**src/hdl/cpuPkg.sv**
```systemverilog
`default_nettype none

package cpuPkg;

	// Datapath and memory sizes
	localparam int WORD_W    = 16;
	localparam int ADDR_W    = 8;
	localparam int NUM_REGS  = 4;
	localparam int MEM_WORDS = 256;

	typedef logic [WORD_W-1:0] word_t;
	typedef logic [ADDR_W-1:0] addr_t;
	typedef logic [1:0]        regIdx_t;

	// Register contents seen from outside the core
	typedef word_t [NUM_REGS-1:0] regBank_t;

	// Instruction field positions
	localparam int OPC_HI = 15;
	localparam int OPC_LO = 12;
	localparam int RD_HI  = 11;
	localparam int RD_LO  = 10;
	localparam int RS1_HI = 9;
	localparam int RS1_LO = 8;
	localparam int RS2_HI = 7;
	localparam int RS2_LO = 6;
	localparam int IMM_HI = 7;
	localparam int IMM_LO = 0;

	// Codes 8 to 15 are treated as no-ops
	typedef enum logic [3:0] {
		ADD  = 4'd0,
		NAND = 4'd1,
		LD   = 4'd2,
		LDR  = 4'd3,
		ST   = 4'd4,
		STR  = 4'd5,
		BZ   = 4'd6,
		JR   = 4'd7
	} opcode_t;

	typedef enum logic [1:0] {
		INCR = 2'd0,
		REL  = 2'd1,
		REG  = 2'd2
	} pcSel_t;

	typedef struct packed {
		pcSel_t  pcSel;
		logic    regWe;
		regIdx_t rd;
		regIdx_t rs1;
		regIdx_t rs2;
		logic    aluOp;        // Nand when set
		logic    flagEn;
		logic    wbFromMem;
		logic    memWe;
		logic    dAddrFromReg;
		word_t   offset;
	} ctrl_t;

endpackage

`default_nettype wire

```
**src/hdl/alu.sv**
```systemverilog
`timescale 1ns/1ps
`default_nettype none

module alu (
	input  logic          clk,
	input  logic          rst,
	input  cpuPkg::word_t in1,
	input  cpuPkg::word_t in2,
	input  logic          op,
	input  logic          flagEn,
	output cpuPkg::word_t result,
	output logic          zFlag
);

	import cpuPkg::*;

	word_t sum;
	word_t nandOut;

	assign sum     = in1 + in2;
	assign nandOut = ~(in1 & in2);

	// op set selects nand
	assign result = op ? nandOut : sum;

	// Flag only follows ALU instructions, loads and stores leave it alone
	always_ff @(posedge clk, posedge rst) begin
		if (rst) begin
			zFlag <= 1'b0;
		end
		else if (flagEn) begin
			zFlag <= (result == '0);
		end
	end

endmodule

`default_nettype wire

```
**config.mk**
```make
export PLATFORM = sky130hd
export DESIGN_NAME = alu
export DESIGN_NICKNAME = d
export VERILOG_FILES = /design/src/hdl/cpuPkg.sv /design/src/hdl/alu.sv
export SDC_FILE = /design/constraint.sdc
export NUM_CORES = 1
export LEC_CHECK = 0
export BUFFER_PORTS_ARGS = -buffer_cell sky130_fd_sc_hd__buf_2
export CORE_AREA = 2 2 54 56
export CTS_BUF_LIST = sky130_fd_sc_hd__clkbuf_16
export DETAILED_ROUTE_END_ITERATION = 7
export DIE_AREA = 0 0 56 58
export PLACE_DENSITY = 0.84
export SYNTH_ARGS = -nofsm -noshare
export SYNTH_HDL_FRONTEND = slang
export SYNTH_SLANG_ARGS = --single-unit
```
**constraint.sdc**
```tcl
create_clock -name clk -period 3.7 [get_ports clk]
set_input_delay 0.185 -clock clk [delete_from_list [all_inputs] [get_ports clk]]
set_output_delay 0.185 -clock clk [all_outputs]
set_load 0.03 [all_outputs]
```
==> flow_summary.toml <==
[status]
status = "complete, no violations"

[die]
ios = 53
core-area_um2 = 2660
die-height_um = 58
num_rows = 19
start_util = 0.424
dieArea_um2 = 3250
fp.dieW_um = 56

[logic_synthesis]
syn_nets = 195
avgSynthCellArea_um2 = 7.96
yosysUniqueCellTypes = 49
synth_cells = 142
ys_warn_count = 0
ys_seq_area_frac = 0.0221
async_reset_ff_frac = 1.00
ys_ff_latch = 1
synth_edf_count = 0
syn_area_um2 = 1130
yosys_most_used_dff = "dfrtp_1"

[sta]
fin_crit_sh = 0.769
final.setup.tns_ps = 0
fin_crit_ps = 2840
tightest_slew_ps = 396
relSlewSlack = 0.735
rsz0062_at_grt = "false"
setup_viol_count_final = 0
maxSlewViolCount = 0
finClkSkew_ps = 0
hold_viol_final = 0
hold_ws_ps = 24.8
max_freq_mhz = 352

[global_route]
grt_pass1_wl_um = 5000
grt_pass1_vias = 1085
antenna_found_initial = 0
grt_usage = 0.181
grt_max_degree = 20
overflow = 0

[setup_path]
crit-reg2reg-capture = "zFlag"
cp.required_ps = 3620
max_stage_delay_ps = 540
cp-start-kind = "input port"
cp_cell_sequence = "buf_2, ha_1, inv_1, fa_1, nor2b_1, o31ai_2, a22oi_1, xnor2_1, nand4_1, a21o_1, or4_1, o2bb2ai_2"
crit_buf_inv = 2
r2r_setup_slack_ps = 3080
r2r_start = "zFlag"
rr_worst_depth = 1
cp-startpoint = "in1[0]"
crit_slowest_cell = "or4_1"
critPathArrivalTime_ps = 2770
path_delay_family = "simple AND/OR/NAND/NOR gates"
path_class = "in2reg"
cp_max_fo = 4
end_kind = "flip-flop"
cp.depth = 12

[final_layout]
area_growth_pct = 24.3
top_register = "zFlag"
utilization = 0.527
fill_cells = 275
antenna_cells = 0
reg_top3 = "zFlag x1"
largest_register_ff_count = 1
final_cell_mix = "52 x buf_2, 16 x ha_1, 11 x nor2_1"
layout_commonest_cell = "buf_2"
multi_input_area_um2 = 1050
nNetsFinal = 244
ff_latch_area_um2 = 25.0
drive_gt1_frac = 0.339

[detailed_routing]
dr.pass1.iters = 4
antenna_left = 0
vias_per_cell = 5.83
wl_um = 2940
num_vias = 1283
drt_iter0_drc = 31
drc = 0
wl_per_cell_um = 13.4

[pwr]
leakagePower_nw = 0.674
p_per_area_nw_per_um2 = 213
power_mw = 0.299
ir_drop_mv = 0.129

[cts]
postCtsSetupRepairBufs = 0
clk_latency_ps = 0
hold_buffers = 0
cts_resized = 0
cts.clk_slew.worst_paths_ps = 0

[job]
drv_cap = 0

[placed_design]
gp_routability_congestion = 0.928
post-dp-hpwl_um = 2500
port_buffers = 52

[worst_hold_path]
min_path_type = "in2async"
-- power breakdown --
group | leakage [nW] | total (mW) | switching, mW | internal (mW)
sequential | 0.0140 | 0.0111 | 0.0000000362 | 0.0111
combinational | 0.660 | 0.288 | 0.178 | 0.110
clock | 0 | 0 | 0 | 0
-- cell families after synthesis --
| group | Yosys count | share of synthesized area |
|---|---|---|
| AND/OR/NAND/NOR | 39 | 0.192 |
| XOR/XNOR | 9 | 0.0698 |
| flip-flops | 1 | 0.0221 |
| buffers and inverters | 12 | 0.0454 |
| multiplexers | 11 | 0.0986 |
| AO/OA/AOI/OAI | 53 | 0.378 |
| adder cells (fa/ha/maj) | 17 | 0.195 |
-- worst max path at each step --
| stage | slack, ps | endpoint |
|---|---|---|
| floorplan | 980 | zFlag |
| global placement | 990 | zFlag |
| detailed placement | 860 | zFlag |
| CTS | 860 | zFlag |
| global route | 670 | zFlag |
| finish | 860 | zFlag |
-- layout make-up --
class	instances	area share
Multi-Input combinational cell	129	0.750
Inverter	7	0.0187
Sequential cell	1	0.0178
Timing Repair Buffer	52	0.185
Tap cell	31	0.0276
-- through the flow --
step | area, um^2 | std cells | setup WS, ps
6_report | 1400 | 220 | 855
3_5_place_dp | 1400 | 220 | 865
4_1_cts | 1400 | 220 | 861
5_1_grt | 1400 | 220 | 672
2_1_floorplan | 1130 | 142 | 981
3_3_place_gp | 1400 | 220 | 986
-- synth_stat cells, types with 2 or more instances --
library cell / instances / share of area
a2111o_1: 2 / 0.020
a211oi_1: 5 / 0.033
a21o_1: 8 / 0.053
a21oi_1: 10 / 0.044
a21oi_2: 2 / 0.016
a22oi_1: 2 / 0.013
buf_2: 2 / 0.0089
ha_1: 16 / 0.18
inv_1: 6 / 0.020
mux2i_1: 10 / 0.089
nand2_1: 8 / 0.027
nand2b_1: 3 / 0.017
nand3_1: 2 / 0.0089
nand4_1: 2 / 0.011
nor2_1: 11 / 0.037
nor2b_1: 2 / 0.011
nor3b_1: 2 / 0.013
nor4_1: 3 / 0.017
o21a_1: 3 / 0.020
o21ai_0: 5 / 0.022
o21ai_1: 2 / 0.0089
or4_1: 2 / 0.013
xnor2_1: 4 / 0.031
xor2_1: 5 / 0.039
-- metal layers --
| layer | track usage | share of wire |
|---|---|---|
| met5 | 0 | 0 |
| met4 | 0 | 0 |
| met3 | 0.0179 | 0.060 |
| met2 | 0.314 | 0.48 |
| met1 | 0.261 | 0.46 |
(Power assumes the default switching activity.)
