## config.mk

```make
export PLATFORM = sky130hd
export DESIGN_NAME = registerFile
export DESIGN_NICKNAME = d
export VERILOG_FILES = /design/src/hdl/cpuPkg.sv /design/src/hdl/registerFile.sv
export SDC_FILE = /design/constraint.sdc
export NUM_CORES = 1
export LEC_CHECK = 0
export BUFFER_PORTS_ARGS = -buffer_cell sky130_fd_sc_hd__buf_4
export CORE_UTILIZATION = 44
export CTS_CLUSTER_SIZE = 20
export DETAILED_ROUTE_END_ITERATION = 6
export HOLD_SLACK_MARGIN = 0.08
export PLACE_DENSITY = 0.76
export SLEW_MARGIN = 20
export SYNTH_ARGS = -nofsm -noshare
export SYNTH_HDL_FRONTEND = slang
export SYNTH_SLANG_ARGS = --single-unit
```

## constraint.sdc

```tcl
create_clock -name clk -period 1.8 [get_ports clk]
set_input_delay 0.18 -clock clk [delete_from_list [all_inputs] [get_ports clk]]
set_output_delay 0.18 -clock clk [all_outputs]
set_load 0.01 [all_outputs]
```

## src/hdl/cpuPkg.sv

```systemverilog
`default_nettype none

package cpuPkg;

	// Datapath and memory sizes
	localparam int WORD_W    = 16;
	localparam int ADDR_W    = 8;
	localparam int NUM_REGS  = 4;
	localparam int MEM_WORDS = 256;

	typedef logic [WORD_W-1:0] word_t;
	typedef logic [ADDR_W-1:0] addr_t;
	typedef logic [1:0]        regIdx_t;

	// Register contents seen from outside the core
	typedef word_t [NUM_REGS-1:0] regBank_t;

	// Instruction field positions
	localparam int OPC_HI = 15;
	localparam int OPC_LO = 12;
	localparam int RD_HI  = 11;
	localparam int RD_LO  = 10;
	localparam int RS1_HI = 9;
	localparam int RS1_LO = 8;
	localparam int RS2_HI = 7;
	localparam int RS2_LO = 6;
	localparam int IMM_HI = 7;
	localparam int IMM_LO = 0;

	// Codes 8 to 15 are treated as no-ops
	typedef enum logic [3:0] {
		ADD  = 4'd0,
		NAND = 4'd1,
		LD   = 4'd2,
		LDR  = 4'd3,
		ST   = 4'd4,
		STR  = 4'd5,
		BZ   = 4'd6,
		JR   = 4'd7
	} opcode_t;

	typedef enum logic [1:0] {
		INCR = 2'd0,
		REL  = 2'd1,
		REG  = 2'd2
	} pcSel_t;

	typedef struct packed {
		pcSel_t  pcSel;
		logic    regWe;
		regIdx_t rd;
		regIdx_t rs1;
		regIdx_t rs2;
		logic    aluOp;        // Nand when set
		logic    flagEn;
		logic    wbFromMem;
		logic    memWe;
		logic    dAddrFromReg;
		word_t   offset;
	} ctrl_t;

endpackage

`default_nettype wire

```

## src/hdl/registerFile.sv

```systemverilog
`timescale 1ns/1ps
`default_nettype none

module registerFile (
	input  logic            clk,
	input  logic            rst,

	// Write port
	input  logic            we,
	input  cpuPkg::regIdx_t inReg,
	input  cpuPkg::word_t   dataIn,

	// Read ports
	input  cpuPkg::regIdx_t outReg1,
	input  cpuPkg::regIdx_t outReg2,
	output cpuPkg::word_t   dataOut1,
	output cpuPkg::word_t   dataOut2,

	// All registers at once
	output cpuPkg::regBank_t snapshot
);

	import cpuPkg::*;

	regBank_t regs;

	always_ff @(posedge clk, posedge rst) begin
		if (rst) begin
			regs <= '0;
		end
		else if (we) begin
			regs[inReg] <= dataIn;
		end
	end

	// No write bypass, a read sees the value from before the edge
	assign dataOut1 = regs[outReg1];
	assign dataOut2 = regs[outReg2];

	assign snapshot = regs;

endmodule

`default_nettype wire

```

==> run metrics <==
outcome complete, no violations; post-detailed-route wirelength per cell 19.0 µm; worst path cell trace mux4_2, buf_4; r2r setup slk 0.98 ns; height of the die 87.0 µm; Worst path slowest cell mux4_2; Core Footprint 0.00687 mm²; number of global-route vias before repair 2148; worst-case hold path end point snapshot[55]; startpoint of the most critical hold path dataIn[7]; min cycle time layout 1.58 ns; count of fill cells added during filler insertion 568; count of buffers from port buffering 120; type of the worst setup path reg -> out; number of enable flip-flop cells after synthesis 0; detailed-route DRC error count 0; effective utilization at floorplan 46.3%; unrepaired setup endpoints after global routing false; worst r2r dst snapshot[20]; maximum single-stage delay on the critical path 0.49 ns; Synth Flop Type dfrtp_1; CTS clock-pin slew for the worst setup and hold paths 0.07 ns; cts bufs inserted 9; measured slew at the worst slew-check pin 0.524 ns; cell type with the highest aggregate area in the netlist dfrtp_1; proportion of netlist area held by the largest area contributor 50.4%; Period Utilization, post-route 87.9%; minimum hold slack 0.103 ns; number of clock sinks seen by CTS 64; Hold Path Stages 2; Synthesized Nets 202; total number of H-tree levels 3; Max-cap violations 0; flip-flop count of the largest register, all copies and words added 64; I/O pin total 121; endpoint required time on the critical path 1.62 ns; kind of start point of the critical path register; proportion of layout cells with a drive suffix above 1 77.8%; count of cell types in the netlist 12; most frequent cells after synthesis 64 x dfrtp_1, 64 x mux2_2, 32 x mux4_2; post-detailed-routing wire length 7620 µm; maximum clock rate 632 MHz; final estimated routing congestion in global placement 0.705; post-cts resize count 0; initial antenna violation count 0; clock tree from TritonCTS yes; clock insertion delay at the later pin of the skew report 0.33 ns; total of endpoints with negative setup slack in the final report 0; number of non-filler instances in the completed layout 402; Post-Syn Instances 177; Min-Delay Path Class in -> reg; DIE AREA 0.00757 mm²; dominant delay contributor by cell family on the critical path multiplexers; buffer count from post-CTS setup fixing 0; maximum fanout along the worst path 4; yosys synthesis warning count 0; total congestion overflow 0; maximum number of pins on one net before global-route repair 33; clock root buffer clkbuf_8; synthesized area per cell 18.0 µm²; final setup skew 0 ns; total routing usage reported by global routing 21.9%; number of placement rows 30; number of diodes 0; Lkg Pwr 1.97 nW; fin nets 326; cells taking the most area after synthesis dfrtp_1 50%, mux2_2 23%, mux4_2 23%; CTS max path bufs 2; aggregate negative setup slack 0 ns; wire length of the first global-routing pass 11900 µm; Critical Path End Type primary output; final count of pins violating max slew 0; Synth-to-Final Area Change 37.6%; Via Count 2151; Placed Instances 385; total power per unit cell area 1140 mW/mm²; final antenna-violating net count 0; share of synthesized registers carrying an async set or reset 100%; data arrival time of the critical path 1.40 ns; R2R cell count 1; share of synthesized area occupied by flip-flops and latches 50.4%; die outline width 87.0 µm; max-slew headroom at the worst pin 64.9%; Cell Area, Synth 0.00318 mm²; Buf+Inv Stages, Crit Path 1; Final Hold Vio Count 0; initial drt markers 59; DPL Wire Length 5220 µm; Worst IR Drop VDD 0.534 mV; Pre-antenna DRT Iters 4; launching point of the worst reg2reg path snapshot[20]; via/cell ratio 5.35; launch point of the critical path snapshot[47]; flip-flop and latch count after synthesis 64; hold-fix buffers at CTS 1
metrics by stage:
stage          utilization, %  area [µm²]  setup WS, ns  total power, W
3_3_place_gp             60.4        4150         0.356         0.00365
6_report                 63.7        4370         0.218         0.00499
5_1_grt                  63.7        4370         0.173         0.00523
4_1_cts                  63.7        4370         0.202         0.00503
2_1_floorplan               -        3180        0.0219         0.00280
3_5_place_dp             60.4        4150         0.349         0.00369
power breakdown:
| group | leakage (nW) | switching (W) | internal (W) |
|---|---|---|---|
| logic | 1.10 | 0.000630 | 0.00103 |
| clock network | 0.108 | 0.000523 | 0.000818 |
| registers | 0.757 | 0.000273 | 0.00171 |
layer usage:
metal	vias to the layer above	GRT usage (%)	wire [µm]
met1	1130	28.3	3230
met5	-	0	0
met4	0	7.58	80
met3	5	4.74	367
met2	70	36.6	3950
li1	946	-	-
worst max-delay path by stage:
stage / cells after the start / slack (ns) / endpoint
CTS: 2 / 0.20 / dataOut1[15]
global route: 2 / 0.17 / dataOut1[5]
detailed placement: 3 / 0.35 / dataOut1[15]
floorplan: 1 / 0.02 / snapshot[0]
global placement: 3 / 0.36 / dataOut1[15]
finish: 2 / 0.22 / dataOut1[15]
cells by family (layout without fill, tap and decap cells):
family | after synthesis | count (layout) | synth area share (%)
flops | 64 | 64 | 50.4
mux | 96 | 96 | 45.4
simple gates | 4 | 4 | 1.61
buf+inv | 13 | 142 | 2.64
cell type report:
cell class	count	area, µm²	area share (%)
clock buffers	13	149	3.40
clock inverters	3	65.1	1.49
inverters	1	3.75	0.0858
multi-input cells	100	1490	34.1
flip-flops and latches	64	1600	36.6
well taps	96	120	2.75
repair buffers	125	941	21.5
cells in the final DEF (no fill, tap or decap):
cell           Yosys  final
nand3_2            1      1
clkbuf_8           1     10
buf_4              3    124
dfrtp_1           64     64
nor3b_4            1      1
mux2_2            64     64
nand3b_2           2      2
bufinv_16          0      2
mux4_2            32     32
clkinv_2           0      1
dlygate4sd3_1      0      1
inv_2              0      1
clkbuf_1           2      3
No activity file was read; power rests on OpenSTA's default activity.
